===== src/design/ecc_sram_pkg.sv =====
/*
 * Shared definitions of the ECC-protected SRAM. Holds the SECDED code sizes,
 * the Hsiao check matrix used by encoder and decoder, and the FSM encodings.
 * Modules refer to it by scoped names.
 */
package ecc_sram_pkg;

  localparam int unsigned DataWidth = 32;
  localparam int unsigned ParWidth  = 7;
  localparam int unsigned CodeWidth = DataWidth + ParWidth;
  localparam int unsigned ByteWidth = 8;
  localparam int unsigned BeWidth   = DataWidth / ByteWidth;

  // Syndrome column of each data bit
  // All columns have weight three and differ from each other
  // Check bit j owns the unit column with only bit j set
  localparam logic [ParWidth-1:0] HsiaoCols [DataWidth] = '{
    7'h07, 7'h0B, 7'h13, 7'h23, 7'h43, 7'h0D, 7'h15, 7'h25,
    7'h45, 7'h19, 7'h29, 7'h49, 7'h31, 7'h51, 7'h61, 7'h0E,
    7'h16, 7'h26, 7'h46, 7'h1A, 7'h2A, 7'h4A, 7'h32, 7'h52,
    7'h62, 7'h1C, 7'h2C, 7'h4C, 7'h34, 7'h54, 7'h64, 7'h38
  };

  // Front-end store FSM
  typedef enum logic [1:0] {
    ST_NORMAL, // Requests go straight to the bank
    ST_RMW,    // Merged partial store is written
    ST_FIX_WB  // Load result cycle, a single error is written back
  } store_state_e;

  // Background scrubber FSM
  typedef enum logic [1:0] {
    SC_IDLE,   // Waits for a free bank cycle
    SC_CHECK,  // Checks the word read in the previous cycle
    SC_REPAIR  // Writes the corrected word back
  } scrub_state_e;

endpackage


===== src/design/secded_enc.sv =====
/*
 * Hsiao SECDED encoder for one 32-bit word. Purely combinational, the
 * codeword holds the data in its low bits and the check bits on top.
 */
`timescale 1ns/1ps

module secded_enc (
  input  logic [ecc_sram_pkg::DataWidth-1:0] data_i,
  output logic [ecc_sram_pkg::CodeWidth-1:0] code_o
);

  logic [ecc_sram_pkg::ParWidth-1:0] check;

  // Each data bit toggles the check bits named in its column
  always_comb begin
    check = '0;
    for (int i = 0; i < ecc_sram_pkg::DataWidth; i++) begin
      if (data_i[i]) begin
        check = check ^ ecc_sram_pkg::HsiaoCols[i];
      end
    end
  end

  assign code_o = {check, data_i}; // Check bits in [38:32]

endmodule


===== config.mk =====
export PLATFORM = sky130hd
export DESIGN_NAME = secded_enc
export DESIGN_NICKNAME = d
export VERILOG_FILES = /design/src/design/ecc_sram_pkg.sv /design/src/design/secded_enc.sv
export SDC_FILE = /design/constraint.sdc
export NUM_CORES = 1
export LEC_CHECK = 0
export BUFFER_PORTS_ARGS = -buffer_cell sky130_fd_sc_hd__buf_2
export CAP_MARGIN = 10
export CELL_PAD_IN_SITES_DETAIL_PLACEMENT = 0
export CELL_PAD_IN_SITES_GLOBAL_PLACEMENT = 1
export CORE_MARGIN = 10
export CORE_UTILIZATION = 30
export DETAILED_ROUTE_END_ITERATION = 10
export PLACE_DENSITY_LB_ADDON = 0.3
export SLEW_MARGIN = 25
export SYNTH_ARGS = -nofsm -noshare
export SYNTH_HDL_FRONTEND = slang
export SYNTH_SLANG_ARGS = --single-unit

===== constraint.sdc =====
create_clock -name vclk -period 2.2
set_clock_uncertainty 0.15 [all_clocks]
set_input_delay 0.44 -clock vclk [all_inputs]
set_output_delay 0.44 -clock vclk [all_outputs]
set_load 0.01 [all_outputs]

==> results.cfg <==
[power_and_ir_drop]
clock_power_share_pct = 0
p_switching_w = 0.000262
pwr-share-comb_pct = 100.0
seq_power_share_pct = 0
leakage_dissipation_nw = 0.769
power.share.switching_pct = 40.6
irDropWorstVdd_mv = 0.191
power_density_nw_per_um2 = 492
power_report.internal_total_w = 0.000383

[logic_synthesis]
synth-xor-area-share_pct = 74.3
post_syn_instances = 81
main_combinational_cell_family_by_area_after_synthesis = XOR/XNOR gates
synth_fp_nets = 113
synthesis.area_sq_um = 935
synth.mux.area_fraction_pct = 0
syn_avg_cell_area_sq_um = 11.5
synth-warning-count = 0
post_synth_and_or_nand_nor_area_fraction_pct = 0
seq_area_frac_synth_pct = 0
synth_compound_area_share_pct = 0
synth-adder-area-share_pct = 0
synth.lib_cells_used.distinct = 5

[layout]
nClkBuffers = 0
layout-drive-gt1-share_pct = 68.1
nFillCells = 300
layout_area_growth_over_synthesis_pct = 40.3
instances_no_fill = 182
design.seq.count = 0
regArea_sq_um = 0
multi_input_logic_area_sq_um = 724
total_inserted_antenna_cells = 0
finalNetCount = 172

[timing]
timing.final.crit_period_ns = 2.28
fin_ws_ns = -0.0800
slew_headroom_pct = 80.4
rsz0062_at_grt = yes
holdWs_ns = 0.925
worst_slew_pin_slew_ns = 0.293
timing.final.setup_violations = 3
min_period_over_period_pct = 104
hold_viol_final = 0
fmax_mhz = 439
finalMaxSlewViolations = 0

[global_route]
grt_max_degree = 4
via_count_of_the_first_global_routing_pass = 782
track_usage_pct = 8.05
grt_antenna_before_repair = 0
grt_overflow_total = 0
grt_first_pass_wirelength_microns = 3590

[detailed_routing]
count_of_antenna_violating_nets_left_after_detailed_routing = 0
finalWirelength_microns = 2600
vias = 681
drt_pass1_iterations = 2
post_dr_wirelength_cell_microns = 14.3
avgViaCountPerCell = 3.74
detailedRoute.firstIterationViolations = 6
drcViolationCount = 0

[floorplanning]
initial_core_util_pct = 30.9
rows = 20
die_height_microns = 75.8
core-area_sq_um = 3030
pin_count = 71
floorplan.die_area_sq_um = 5750
die_x_microns = 75.8

[status]
run_status = complete, but fails checks
violations = negative setup slack

[worst_hold_path]
hold_path.class = input pin to output pin
whs_endpoint = code_o[11]
worst_hold_startpoint = data_i[11]
hold-path-cell-count = 2

[critical_path]
critPathArrivalTime_ns = 1.69
cpMostUsedCell = sky130_fd_sc_hd__xnor3_1
crit_path_start_kind = input pin
depth_of_the_critical_timing_path_with_buffers_and_inverters_included = 5
crit_path_max_incr_delay_ns = 0.39
critical_path.slowest_cell = sky130_fd_sc_hd__xnor3_1
cp.required_ns = 1.61
critical_path_peak_fanout = 3
path_delay_family = XOR/XNOR gates
path_class = input pin to output pin
cp_cell_sequence = buf_4 > xnor3_1 > xnor3_1 > xnor3_1 > buf_2
crit_buf_inv = 2
crit_path_end_kind = output pin

[placement]
placed_cells_incl_taps = 178
place_hpwl_microns = 2320
place_congestion = 0.676
port_buffers = 71

[clocking]
hold_buffers = 0

[flow_run]
maxCapViolCount = 0
-- layer usage --
layer  global-route usage, %  vias up  wire length (microns)
met4                       0        0                      0
met2                    14.3       41                   1210
met5                       0        -                      0
li1                        -      345                      -
met1                    9.87      295                   1050
met3                    2.34        0                    340
-- final cells by class --
class / instances / share of cell area (%)
timing repair buffer: 89 / 40.6
tap: 44 / 4.20
multi-input combinational: 49 / 55.2
-- Yosys cell counts --
cell type / n / area (sq um)
sky130_fd_sc_hd__buf_4: 32 / 240
sky130_fd_sc_hd__xnor2_1: 27 / 236
sky130_fd_sc_hd__xnor3_4: 1 / 26.3
sky130_fd_sc_hd__xnor3_1: 18 / 405
sky130_fd_sc_hd__xor2_1: 3 / 26.3
-- cells by family after synthesis --
kind of cell | Yosys count
buffers and inverters | 32
XOR/XNOR | 49
-- power by group through the flow --
stage                     Combinational, W  Clock, W  Sequential [W]
after global placement            0.000617         0               0
after floorplan                   0.000423         0               0
after CTS                         0.000627         0               0
final                             0.000645         0               0
after global routing              0.000698         0               0
after detailed placement          0.000619         0               0
-- through the flow --
stage / TNS (ns) / setup WS, ns / area, sq um / util, % / total power [W]
3_3_place_gp: -0.197 / -0.0678 / 1210 / 40.0 / 0.000617
5_1_grt: -0.369 / -0.110 / 1310 / 43.3 / 0.000698
3_5_place_dp: -0.320 / -0.121 / 1210 / 40.0 / 0.000619
6_report: -0.143 / -0.0800 / 1310 / 43.3 / 0.000645
4_1_cts: -0.103 / -0.0591 / 1230 / 40.6 / 0.000627
2_1_floorplan: 0 / 0.143 / 935 / - / 0.000423
-- worst max path at each step --
stage	slack [ns]	start	to
after floorplan	0.14	data_i[14]	code_o[37]
after global routing	-0.11	data_i[30]	code_o[37]
after detailed placement	-0.12	data_i[1]	code_o[32]
after global placement	-0.07	data_i[1]	code_o[32]
final	-0.08	data_i[10]	code_o[32]
after CTS	-0.06	data_i[1]	code_o[32]
-- what timing repair did --
action,in CTS,in global routing
hold endpoints to repair,0,0
buffers inserted,0,5
setup endpoints to repair,5,7
pin swaps,3,7
gates resized for setup,3,12
-- cells in the final DEF, fill, tap and decap left out, drive strengths merged --
cell type,Yosys,layout
xnor2,27,27
xor2,3,3
buf,32,89
xnor3,19,19
Note: power is estimated with default switching activity, not from simulation.
