## src/design/ecc_sram_pkg.sv

```systemverilog
/*
 * Shared definitions of the ECC-protected SRAM. Holds the SECDED code sizes,
 * the Hsiao check matrix used by encoder and decoder, and the FSM encodings.
 * Modules refer to it by scoped names.
 */
package ecc_sram_pkg;

  localparam int unsigned DataWidth = 32;
  localparam int unsigned ParWidth  = 7;
  localparam int unsigned CodeWidth = DataWidth + ParWidth;
  localparam int unsigned ByteWidth = 8;
  localparam int unsigned BeWidth   = DataWidth / ByteWidth;

  // Syndrome column of each data bit
  // All columns have weight three and differ from each other
  // Check bit j owns the unit column with only bit j set
  localparam logic [ParWidth-1:0] HsiaoCols [DataWidth] = '{
    7'h07, 7'h0B, 7'h13, 7'h23, 7'h43, 7'h0D, 7'h15, 7'h25,
    7'h45, 7'h19, 7'h29, 7'h49, 7'h31, 7'h51, 7'h61, 7'h0E,
    7'h16, 7'h26, 7'h46, 7'h1A, 7'h2A, 7'h4A, 7'h32, 7'h52,
    7'h62, 7'h1C, 7'h2C, 7'h4C, 7'h34, 7'h54, 7'h64, 7'h38
  };

  // Front-end store FSM
  typedef enum logic [1:0] {
    ST_NORMAL, // Requests go straight to the bank
    ST_RMW,    // Merged partial store is written
    ST_FIX_WB  // Load result cycle, a single error is written back
  } store_state_e;

  // Background scrubber FSM
  typedef enum logic [1:0] {
    SC_IDLE,   // Waits for a free bank cycle
    SC_CHECK,  // Checks the word read in the previous cycle
    SC_REPAIR  // Writes the corrected word back
  } scrub_state_e;

endpackage

```

## src/design/secded_dec.sv

```systemverilog
/*
 * Hsiao SECDED decoder. Recomputes the check bits, forms the syndrome,
 * corrects one flipped data bit and flags single or multiple errors.
 * Combinational, used by the front-end and by the scrubber.
 */
`timescale 1ns/1ps

module secded_dec (
  input  logic [ecc_sram_pkg::CodeWidth-1:0] code_i,
  output logic [ecc_sram_pkg::DataWidth-1:0] data_o,
  output logic [ecc_sram_pkg::ParWidth-1:0]  syndrome_o,
  output logic                               single_o,
  output logic                               multi_o
);

  logic [ecc_sram_pkg::DataWidth-1:0] data_raw;
  logic [ecc_sram_pkg::ParWidth-1:0]  check_raw;
  logic [ecc_sram_pkg::ParWidth-1:0]  check_calc;

  assign data_raw  = code_i[ecc_sram_pkg::DataWidth-1:0];
  assign check_raw = code_i[ecc_sram_pkg::CodeWidth-1:ecc_sram_pkg::DataWidth];

  // Check bits as the encoder would produce them for the stored data
  always_comb begin
    check_calc = '0;
    for (int i = 0; i < ecc_sram_pkg::DataWidth; i++) begin
      if (data_raw[i]) begin
        check_calc = check_calc ^ ecc_sram_pkg::HsiaoCols[i];
      end
    end
  end

  assign syndrome_o = check_calc ^ check_raw;

  // Odd weight points at one bit, even nonzero weight cannot be located
  assign single_o = ^syndrome_o;
  assign multi_o  = (|syndrome_o) & ~(^syndrome_o);

  // Flip the data bit whose column matches
  // A unit syndrome matches no data column, so check-bit errors pass data as is
  always_comb begin
    for (int i = 0; i < ecc_sram_pkg::DataWidth; i++) begin
      data_o[i] = data_raw[i] ^ (syndrome_o == ecc_sram_pkg::HsiaoCols[i]);
    end
  end

endmodule

```

## config.mk

```make
export PLATFORM = sky130hd
export DESIGN_NAME = secded_dec
export DESIGN_NICKNAME = d
export VERILOG_FILES = /design/src/design/ecc_sram_pkg.sv /design/src/design/secded_dec.sv
export SDC_FILE = /design/constraint.sdc
export NUM_CORES = 1
export LEC_CHECK = 0
export ABC_AREA = 1
export BUFFER_PORTS_ARGS = -buffer_cell sky130_fd_sc_hd__buf_2
export CELL_PAD_IN_SITES_DETAIL_PLACEMENT = 0
export CELL_PAD_IN_SITES_GLOBAL_PLACEMENT = 1
export CORE_AREA = 8 8 95 97
export DETAILED_ROUTE_END_ITERATION = 10
export DIE_AREA = 0 0 103 105
export GPL_TIMING_DRIVEN = 1
export PLACE_DENSITY = 0.88
export SLEW_MARGIN = 20
export SYNTH_ARGS = -nofsm -noshare
export SYNTH_HDL_FRONTEND = slang
export SYNTH_SLANG_ARGS = --single-unit
```

## constraint.sdc

```tcl
create_clock -name vclk -period 3.7
set_input_delay 0.74 -clock vclk [all_inputs]
set_output_delay 0.74 -clock vclk [all_outputs]
set_load 0.01 [all_outputs]
```

==> metrics.log <==
[metrics] final net count: 658
[metrics] die boundary height: 105 um
[metrics] family of cells with the greatest summed delay on the critical path: simple AND/OR/NAND/NOR gates
[metrics] cell type with the highest aggregate area in the netlist: nand2_1
[metrics] sequential cell area: 0 sq um
[metrics] drt via density: 4.91
[metrics] Filler Cell Count: 898
[metrics] Mean Syn Cell Area: 4.68 sq um
[metrics] number of global-route vias before repair: 3160
[metrics] die boundary width: 103 um
[metrics] Syn Inst Count: 525
[metrics] Clock buffer cells: 0
[metrics] Worst Setup End Kind: output pin
[metrics] Rel. slew slack: 74.3%
[metrics] number of sequential cells: 0
[metrics] most instantiated library cell after synthesis: nand2_1
[metrics] Fmax: 0.289 GHz
[metrics] number of detailed-routing iterations run before antenna repair: 5
[metrics] maximum number of pins on one net before global-route repair: 12
[metrics] Total Routing Usage GR: 18.4%
[metrics] total global routing overflow: 0
[metrics] worst path buffer plus inverter count: 6
[metrics] number of rows created at floorplan: 32
[metrics] final weighted congestion in routability-driven placement: 0.955
[metrics] distinct cell type count after synthesis: 28
[metrics] Max Slew Vio Count: 0
[metrics] cell area after synthesis: 2460 sq um
[metrics] Core ar.: 7530 sq um
[metrics] largest fanout of any net on the critical path: 4
[metrics] DRC violations left: 0
[metrics] largest cells by area after synthesis: nand2_1 (42%), nand3_1 (16%), inv_1 (6.9%)
[metrics] total of hold buffers inserted after clock tree synthesis: 0
[metrics] number of stages on the worst hold path: 4
[metrics] die footprint: 10800 sq um
[metrics] share of cells above drive strength 1: 32.2%
[metrics] slowest stage delay, CP: 0.19 ns
[metrics] final routed wirelength across all metal layers: 10200 um
[metrics] critical path type: in2out
[metrics] crit-path cells: buf_2 > inv_2 > nand2_1 > nand2_1 > nand2_2 > nand2_1 > nand2_1 > nand2_2 > inv_2 > nand2_2 > nand2_2 > nand2_2 > nand2_4 > inv_2 > ha_4 > xnor2_2 > nand3b_1 > nand2_1 > nand3_1 > nand2_1 > nand2_1 > inv_1 > buf_2
[metrics] iteration-0 DRC count of the detailed router: 190
[metrics] I/O pins: 80
[metrics] antenna cell count: 0
[metrics] final worst path period need: 3.47 ns
[metrics] run status: completed
[metrics] tightest hold margin: 1.83 ns
[metrics] setup TNS: 0 ns
[metrics] stages on the worst setup path: 23
[metrics] largest voltage drop on the vdd net: 0.0926 mV
[metrics] total power per unit cell area: 288 nW/um^2
[metrics] Seq/Total Area, Yosys: 0%
[metrics] Critical Path Start Type: input pin
[metrics] wire length of the first global-routing pass: 16200 um
[metrics] worst slew pin tran: 0.385 ns
[metrics] Starting Density: 32.6%
[metrics] arrival time reported for the critical path endpoint: 2.73 ns
[metrics] part of the cycle the worst path needs: 93.7%
[metrics] total setup violations reported at the end of the flow: 0
[metrics] antenna viol nets, final: 0
[metrics] syn_nets: 567
[metrics] antenna violations before repair: 0
[metrics] HPWL reported at the end of detailed placement: 8950 um
[metrics] cell occurring most often along the worst timing path: nand2_1
[metrics] wire length per cell: 14.2 um
[metrics] warnings from Yosys: 0
[metrics] IO buf count: 80
[metrics] Layout Area Growth over Synthesis: 30.1%
[metrics] via count of the routed design: 3512
[metrics] static leakage: 1.96 nW
[metrics] setup repair after global routing missed its margin: false
[metrics] footprint of the multi-input gates: 2210 sq um
[metrics] critical path data required time: 2.96 ns
[metrics] commonest cells in the netlist: nand2_1 (272), nand3_1 (81), inv_1 (45)
[metrics] max cap viols: 0
[metrics] worst min-delay path class: in2out
[metrics] final-report hold violation count: 0
[metrics] area share of the largest cell type after synthesis: 41.5%
[metrics] cell with the largest stage delay on the worst path: ha_4
final timing paths:
path,start,to,slack (ns)
setup / recovery,code_i[10],multi_o,0.23
hold / removal,code_i[5],data_o[5],1.83
cells by family (layout without fill, tap and decap cells):
| group | after synthesis | count (layout) | share of synthesized area [%] |
|---|---|---|---|
| simple gates | 409 | 409 | 73.7 |
| fa+ha+maj | 3 | 3 | 1.53 |
| buf+inv | 85 | 174 | 14.5 |
| xor+xnor | 24 | 24 | 9.17 |
| compound gates | 4 | 4 | 1.12 |
power by group:
group / switching, mW / internal (mW) / total (mW)
Combinational: 0.585 / 0.337 / 0.922
Sequential: 0 / 0 / 0
Clock: 0 / 0 / 0
worst min-delay path, stage by stage:
cell and delay [ns]:
buf_4 0.12, nand2_1 0.06, nand2_1 0.05, buf_2 0.12
area by class of cell:
cell class	instances	area share [%]
inverters	73	9.20
multi-input cells	440	69.1
well taps	102	3.99
repair buffers	101	17.7
metrics by stage:
stage,utilization [%],cells,cell area [sq um],setup slack [ns],power (mW)
floorplan,-,525,2460,0.391,0.563
global placement,40.0,709,3010,-0.0845,0.837
detailed placement,40.0,709,3010,-0.0803,0.844
CTS,40.2,709,3030,0.00924,0.862
global route,42.5,716,3200,0.00136,1.01
finish,42.5,716,3200,0.234,0.922
cell usage in the layout (no fill, tap or decap):
| master | count |
|---|---|
| nor2_4 | 5 |
| nand2_4 | 3 |
| inv_6 | 1 |
| a21oi_1 | 1 |
| buf_4 | 23 |
| nand2_1 | 260 |
| a21oi_2 | 2 |
| buf_2 | 77 |
| nand3b_1 | 3 |
| inv_1 | 40 |
| clkinv_1 | 1 |
| nand3_2 | 4 |
| xor2_2 | 2 |
| clkbuf_4 | 1 |
| nand3_1 | 78 |
| or2_1 | 1 |
| inv_2 | 25 |
| nand4_1 | 7 |
| ha_4 | 2 |
| nand2_2 | 31 |
| xor2_1 | 12 |
| nor2_1 | 5 |
| o21ai_2 | 1 |
| nor2_2 | 12 |
| xnor2_4 | 1 |
| inv_4 | 6 |
| ha_1 | 1 |
| xnor2_2 | 2 |
| xnor2_1 | 7 |
per-layer routing:
layer  part of all wire (%)  up-vias  global-route usage, %
li1                       -     1791                      -
met1                     42     1573                   23.0
met2                     49      140                   33.5
met3                    8.0        8                   1.79
met4                    1.0        0                   2.07
met5                      0        -                      0
repair_timing:
| action | CTS | global route |
|---|---|---|
| pin swaps | 0 | 11 |
| setup buffers | 0 | 7 |
| hold endpoints to repair | 0 | 0 |
| setup endpoints to repair | 2 | 3 |
| gates resized for setup | 6 | 32 |
(Power assumes the default switching activity.)
