`src/design/ecc_sram_pkg.sv`:
```
/*
 * Shared definitions of the ECC-protected SRAM. Holds the SECDED code sizes,
 * the Hsiao check matrix used by encoder and decoder, and the FSM encodings.
 * Modules refer to it by scoped names.
 */
package ecc_sram_pkg;

  localparam int unsigned DataWidth = 32;
  localparam int unsigned ParWidth  = 7;
  localparam int unsigned CodeWidth = DataWidth + ParWidth;
  localparam int unsigned ByteWidth = 8;
  localparam int unsigned BeWidth   = DataWidth / ByteWidth;

  // Syndrome column of each data bit
  // All columns have weight three and differ from each other
  // Check bit j owns the unit column with only bit j set
  localparam logic [ParWidth-1:0] HsiaoCols [DataWidth] = '{
    7'h07, 7'h0B, 7'h13, 7'h23, 7'h43, 7'h0D, 7'h15, 7'h25,
    7'h45, 7'h19, 7'h29, 7'h49, 7'h31, 7'h51, 7'h61, 7'h0E,
    7'h16, 7'h26, 7'h46, 7'h1A, 7'h2A, 7'h4A, 7'h32, 7'h52,
    7'h62, 7'h1C, 7'h2C, 7'h4C, 7'h34, 7'h54, 7'h64, 7'h38
  };

  // Front-end store FSM
  typedef enum logic [1:0] {
    ST_NORMAL, // Requests go straight to the bank
    ST_RMW,    // Merged partial store is written
    ST_FIX_WB  // Load result cycle, a single error is written back
  } store_state_e;

  // Background scrubber FSM
  typedef enum logic [1:0] {
    SC_IDLE,   // Waits for a free bank cycle
    SC_CHECK,  // Checks the word read in the previous cycle
    SC_REPAIR  // Writes the corrected word back
  } scrub_state_e;

endpackage

```
`src/design/secded_enc.sv`:
```
/*
 * Hsiao SECDED encoder for one 32-bit word. Purely combinational, the
 * codeword holds the data in its low bits and the check bits on top.
 */
`timescale 1ns/1ps

module secded_enc (
  input  logic [ecc_sram_pkg::DataWidth-1:0] data_i,
  output logic [ecc_sram_pkg::CodeWidth-1:0] code_o
);

  logic [ecc_sram_pkg::ParWidth-1:0] check;

  // Each data bit toggles the check bits named in its column
  always_comb begin
    check = '0;
    for (int i = 0; i < ecc_sram_pkg::DataWidth; i++) begin
      if (data_i[i]) begin
        check = check ^ ecc_sram_pkg::HsiaoCols[i];
      end
    end
  end

  assign code_o = {check, data_i}; // Check bits in [38:32]

endmodule

```
`src/design/secded_dec.sv`:
```
/*
 * Hsiao SECDED decoder. Recomputes the check bits, forms the syndrome,
 * corrects one flipped data bit and flags single or multiple errors.
 * Combinational, used by the front-end and by the scrubber.
 */
`timescale 1ns/1ps

module secded_dec (
  input  logic [ecc_sram_pkg::CodeWidth-1:0] code_i,
  output logic [ecc_sram_pkg::DataWidth-1:0] data_o,
  output logic [ecc_sram_pkg::ParWidth-1:0]  syndrome_o,
  output logic                               single_o,
  output logic                               multi_o
);

  logic [ecc_sram_pkg::DataWidth-1:0] data_raw;
  logic [ecc_sram_pkg::ParWidth-1:0]  check_raw;
  logic [ecc_sram_pkg::ParWidth-1:0]  check_calc;

  assign data_raw  = code_i[ecc_sram_pkg::DataWidth-1:0];
  assign check_raw = code_i[ecc_sram_pkg::CodeWidth-1:ecc_sram_pkg::DataWidth];

  // Check bits as the encoder would produce them for the stored data
  always_comb begin
    check_calc = '0;
    for (int i = 0; i < ecc_sram_pkg::DataWidth; i++) begin
      if (data_raw[i]) begin
        check_calc = check_calc ^ ecc_sram_pkg::HsiaoCols[i];
      end
    end
  end

  assign syndrome_o = check_calc ^ check_raw;

  // Odd weight points at one bit, even nonzero weight cannot be located
  assign single_o = ^syndrome_o;
  assign multi_o  = (|syndrome_o) & ~(^syndrome_o);

  // Flip the data bit whose column matches
  // A unit syndrome matches no data column, so check-bit errors pass data as is
  always_comb begin
    for (int i = 0; i < ecc_sram_pkg::DataWidth; i++) begin
      data_o[i] = data_raw[i] ^ (syndrome_o == ecc_sram_pkg::HsiaoCols[i]);
    end
  end

endmodule

```
`src/design/ecc_scrubber.sv`:
```
/*
 * Sits between the front-end and the bank. Front-end accesses pass through
 * unchanged, idle bank cycles are used to read words one after another,
 * check them and write back single-error repairs.
 */
`timescale 1ns/1ps

module ecc_scrubber #(
  parameter  int unsigned NumWords  = 256,
  localparam int unsigned AddrWidth = (NumWords > 1) ? $clog2(NumWords) : 1
) (
  input  logic                               clk_i,
  input  logic                               rst_ni,
  input  logic                               scrub_trigger_i,
  input  logic                               bank_req_i,
  input  logic                               bank_we_i,
  input  logic [AddrWidth-1:0]               bank_addr_i,
  input  logic [ecc_sram_pkg::CodeWidth-1:0] bank_wdata_i,
  output logic [ecc_sram_pkg::CodeWidth-1:0] bank_rdata_o,
  output logic                               mem_req_o,
  output logic                               mem_we_o,
  output logic [AddrWidth-1:0]               mem_addr_o,
  output logic [ecc_sram_pkg::CodeWidth-1:0] mem_wdata_o,
  input  logic [ecc_sram_pkg::CodeWidth-1:0] mem_rdata_i,
  output logic                               fix_o,
  output logic                               uncorrectable_o
);

  ecc_sram_pkg::scrub_state_e state_d, state_q;

  logic [AddrWidth-1:0]               addr_d, addr_q;
  logic [AddrWidth-1:0]               addr_next;
  logic                               scrub_req;
  logic                               scrub_we;
  logic                               overwritten;
  logic [ecc_sram_pkg::DataWidth-1:0] dec_data;
  logic                               dec_single;
  logic                               dec_multi;
  logic [ecc_sram_pkg::DataWidth-1:0] fixed_q;
  logic [ecc_sram_pkg::CodeWidth-1:0] repair_code;

  secded_dec i_dec (
    .code_i     (mem_rdata_i),
    .data_o     (dec_data),
    .syndrome_o (),
    .single_o   (dec_single),
    .multi_o    (dec_multi)
  );

  secded_enc i_enc (
    .data_i (fixed_q),
    .code_o (repair_code)
  );

  assign addr_next = (addr_q == AddrWidth'(NumWords - 1)) ? '0 : addr_q + 1'b1;

  // A front-end write to the word under check makes the read data stale
  assign overwritten = bank_req_i & bank_we_i & (bank_addr_i == addr_q);

  always_comb begin
    state_d         = state_q;
    addr_d          = addr_q;
    scrub_req       = 1'b0;
    scrub_we        = 1'b0;
    fix_o           = 1'b0;
    uncorrectable_o = 1'b0;
    case (state_q)
      ecc_sram_pkg::SC_IDLE: begin
        if (scrub_trigger_i && !bank_req_i) begin
          scrub_req = 1'b1;
          state_d   = ecc_sram_pkg::SC_CHECK;
        end
      end
      ecc_sram_pkg::SC_CHECK: begin
        state_d = ecc_sram_pkg::SC_IDLE; // Stale word is read again later
        if (!overwritten) begin
          if (dec_single) begin
            fix_o   = 1'b1;
            state_d = ecc_sram_pkg::SC_REPAIR;
          end else begin
            uncorrectable_o = dec_multi;
            addr_d          = addr_next;
          end
        end
      end
      ecc_sram_pkg::SC_REPAIR: begin
        state_d = ecc_sram_pkg::SC_IDLE;
        if (!bank_req_i) begin // Yield to the front-end otherwise
          scrub_req = 1'b1;
          scrub_we  = 1'b1;
          addr_d    = addr_next;
        end
      end
      default: state_d = ecc_sram_pkg::SC_IDLE;
    endcase
  end

  always_ff @(posedge clk_i or negedge rst_ni) begin
    if (!rst_ni) begin
      state_q <= ecc_sram_pkg::SC_IDLE;
      addr_q  <= '0;
    end else begin
      state_q <= state_d;
      addr_q  <= addr_d;
    end
  end

  always_ff @(posedge clk_i) begin
    if (state_q == ecc_sram_pkg::SC_CHECK) begin
      fixed_q <= dec_data;
    end
  end

  // Front-end always owns the port when it asks
  assign mem_req_o    = bank_req_i | scrub_req;
  assign mem_we_o     = bank_req_i ? bank_we_i : scrub_we;
  assign mem_addr_o   = bank_req_i ? bank_addr_i : addr_q;
  assign mem_wdata_o  = bank_req_i ? bank_wdata_i : repair_code;
  assign bank_rdata_o = mem_rdata_i;

  a_no_steal: assert property (@(posedge clk_i) disable iff (!rst_ni)
    !(scrub_req && bank_req_i));

endmodule

```
`config.mk`:
```
export PLATFORM = sky130hd
export DESIGN_NAME = ecc_scrubber
export DESIGN_NICKNAME = d
export VERILOG_FILES = /design/src/design/ecc_sram_pkg.sv /design/src/design/secded_enc.sv /design/src/design/secded_dec.sv /design/src/design/ecc_scrubber.sv
export SDC_FILE = /design/constraint.sdc
export NUM_CORES = 1
export LEC_CHECK = 0
export ABC_AREA = 1
export BUFFER_PORTS_ARGS = -buffer_cell sky130_fd_sc_hd__buf_2
export CAP_MARGIN = 20
export CELL_PAD_IN_SITES_DETAIL_PLACEMENT = 0
export CELL_PAD_IN_SITES_GLOBAL_PLACEMENT = 1
export CORE_MARGIN = 4
export CORE_UTILIZATION = 33
export CTS_CLUSTER_DIAMETER = 40
export CTS_CLUSTER_SIZE = 30
export DETAILED_ROUTE_END_ITERATION = 12
export PLACE_DENSITY_LB_ADDON = 0.1
export SYNTH_ARGS = -nofsm -noshare
export SYNTH_HDL_FRONTEND = slang
export SYNTH_HIERARCHICAL = 1
export SYNTH_SLANG_ARGS = --single-unit
export TNS_END_PERCENT = 1
```
`constraint.sdc`:
```
create_clock -name clk_i -period 2 [get_ports clk_i]
set_input_delay 0.1 -clock clk_i [delete_from_list [all_inputs] [get_ports clk_i]]
set_output_delay 0.1 -clock clk_i [all_outputs]
set_load 0.005 [all_outputs]
```
==> metrics.csv <==
metric,value,unit
h-tree-depth,2,
finClkSkew,7.339,ps
grt_pass1_wl,33.89,mm
hold_ws,33.07,ps
placed_area,0.007896,mm²
die_area,0.02179,mm²
syn_to_final_growth,40.17,%
ios,181,
syn_area_per_cell,5.842,µm²
critPathRequiredTime,2020,ps
synthesis.area,0.006432,mm²
use_met1,0.2493,
clkSinkCount,42,
synthCells,1101,
postRouteAntennaNets,0,
synthesis.nets,1196,
worstSetupPathType,in -> reg,
cpMostUsedCell,buf_4,
gr-total-overflow,0,
grt_usage,0.1941,
critPathBufInv,10,
nets,1436,
hold_violations,0,
grt_max_degree,54,
place.gp.congestion,0.9026,
cp-start-kind,input pin,
crit_path_end_kind,flop,
grt.met3_usage,0.01594,
place_hpwl,18.53,mm
rsz0062_at_grt,yes,
outcome,finished with violations,
path_cells,"buf_2, xnor2_4, or2_0, nand3_1, nand2_2, inv_2, nand2_2, buf_4, buf_4, buf_4, buf_4, buf_4, buf_4, buf_4, a21oi_4, buf_6, nand3_1, nand2_1, nand2_1",
min_period_over_period,1.147,
wl,21.99,mm
tns,-4587,ps
worstHoldPathType,in -> reg,
path_max_fanout,5,
drcViolationCount,0,
failed_checks,setup timing,
root_buffer,clkbuf_16,
synth_warnings,6,
vias,7100,
cts_buffers,5,
drt_iter0_drc,341,
min_period,2294,ps
io_buffers,180,
fmax,435.9,MHz
grt_util_met2,0.3460,
power_density,645.4,mW/mm²
setup_ws,-294.4,ps
setup_violations,20,
place_ws,-607.0,ps
worstMarginPinSlew,473.4,ps
grt_busiest_layer,met2,
dieHeight,147.6,µm
detail_route.vias_per_cell,4.432,
antenna_found_initial,0,
num_antenna_cells,0,
cts_tree,built,
insertion_delay,280,ps
cpMaxStageDelayCell,or2_0,
slew_viol_final,0,
rows,50,
maxCapViolCount,0,
cp.arrival,2320,ps
cts_max_path_buffers,2,
die_x,147.6,µm
first_pass_iters,5,
final_layout_size_suffix_gt1_frac,0.3942,
critical_path.top_delay_family,buffers and inverters,
start_util,0.3393,
p_leak,5.023,nW
grt_pass1_vias,6513,
wl_per_cell,13.73,µm
coreArea,0.01896,mm²
peakVddDrop,284.0,µV
design_area,0.009016,mm²
cpPeakStageDelay,220,ps
slew-limit-headroom,0.6844,
clk_pin_slew,60,ps
layer usage:
layer  vias up  wire (µm)
li1       3808          -
met1      3099       9819
met2       165      10840
met3        28        863
met4         0        467
met5         -          0
cell usage in the layout, fill, tap and decap left out, types with 2 or more instances in the layout:
| master | instances |
|---|---|
| nor2_4 | 10 |
| nand3b_1 | 6 |
| edfxtp_1 | 32 |
| clkbuf_16 | 5 |
| clkbuf_4 | 2 |
| xor2_1 | 36 |
| nor3_1 | 2 |
| nand2_2 | 71 |
| nand4_1 | 16 |
| buf_2 | 156 |
| xnor2_2 | 3 |
| xnor2_4 | 3 |
| nor2_1 | 24 |
| o21ai_0 | 8 |
| nand3_4 | 3 |
| nor2_2 | 10 |
| inv_4 | 16 |
| buf_4 | 150 |
| nand3_1 | 98 |
| inv_1 | 76 |
| xor2_4 | 2 |
| xnor2_1 | 35 |
| a21oi_4 | 2 |
| buf_6 | 20 |
| inv_2 | 25 |
| nand2_4 | 25 |
| xor2_2 | 3 |
| nand3_2 | 10 |
| nand2_1 | 460 |
| dfrtp_1 | 10 |
| ha_4 | 2 |
| or2_1 | 3 |
worst register-to-register path: cells and delay by family, from the launching register on:
family,cells,cell delay (ps)
adders and majority gates,1,210
DFF,1,450
buffers and inverters,1,80
and+or+nand+nor,6,750
registers in the layout, summed over array words and instances, names as in the netlist:
name,count
fixed_q,32
addr_q,8
state_q,2
final timing paths:
| path | end | start | slack (ps) | depth (start not counted) |
|---|---|---|---|---|
| worst max register to register | addr_q[0] | addr_q[1] | 410 | 8 |
| max in group asynchronous | addr_q[4] | rst_ni | 1580 | 2 |
| worst max-delay path | fixed_q[16] | mem_rdata_i[34] | -290 | 19 |
| min in group asynchronous | addr_q[6] | rst_ni | 210 | 2 |
| worst min-delay path | state_q[0] | bank_req_i | 30 | 2 |
| worst min register to register | addr_q[7] | addr_q[7] | 550 | 2 |
layout make-up:
| class | instances | area [µm²] |
|---|---|---|
| clock buffers | 6 | 128.9 |
| clock inverters | 2 | 37.54 |
| fillers | 2082 | 9940 |
| inverters | 119 | 495.5 |
| multi-input cells | 842 | 4626 |
| flip-flops and latches | 42 | 1211 |
| well taps | 260 | 325.3 |
| repair buffers | 331 | 2192 |
what timing repair did:
action / in CTS / in global routing
setup endpoints to repair: 21 / 45
pin swaps: 42 / 64
setup buffers: 20 / 12
resized for setup: 93 / 120
hold endpoints to repair: 10 / 0
hold buffers: 1 / 0
power by group:
part           internal [mW]  switching (mW)  leakage (nW)
Combinational           1.60            2.04          4.52
Sequential              1.08           0.199         0.431
Clock                  0.588           0.309        0.0771
per-stage QoR:
step	power, mW	cells	util
detailed placement	4.438	1561	0.4166
global placement	4.427	1561	0.4166
finish	5.819	1602	0.4756
floorplan	3.350	1101	-
CTS	5.593	1590	0.4484
global route	6.313	1602	0.4756
Power figures use the tool's default switching activity.
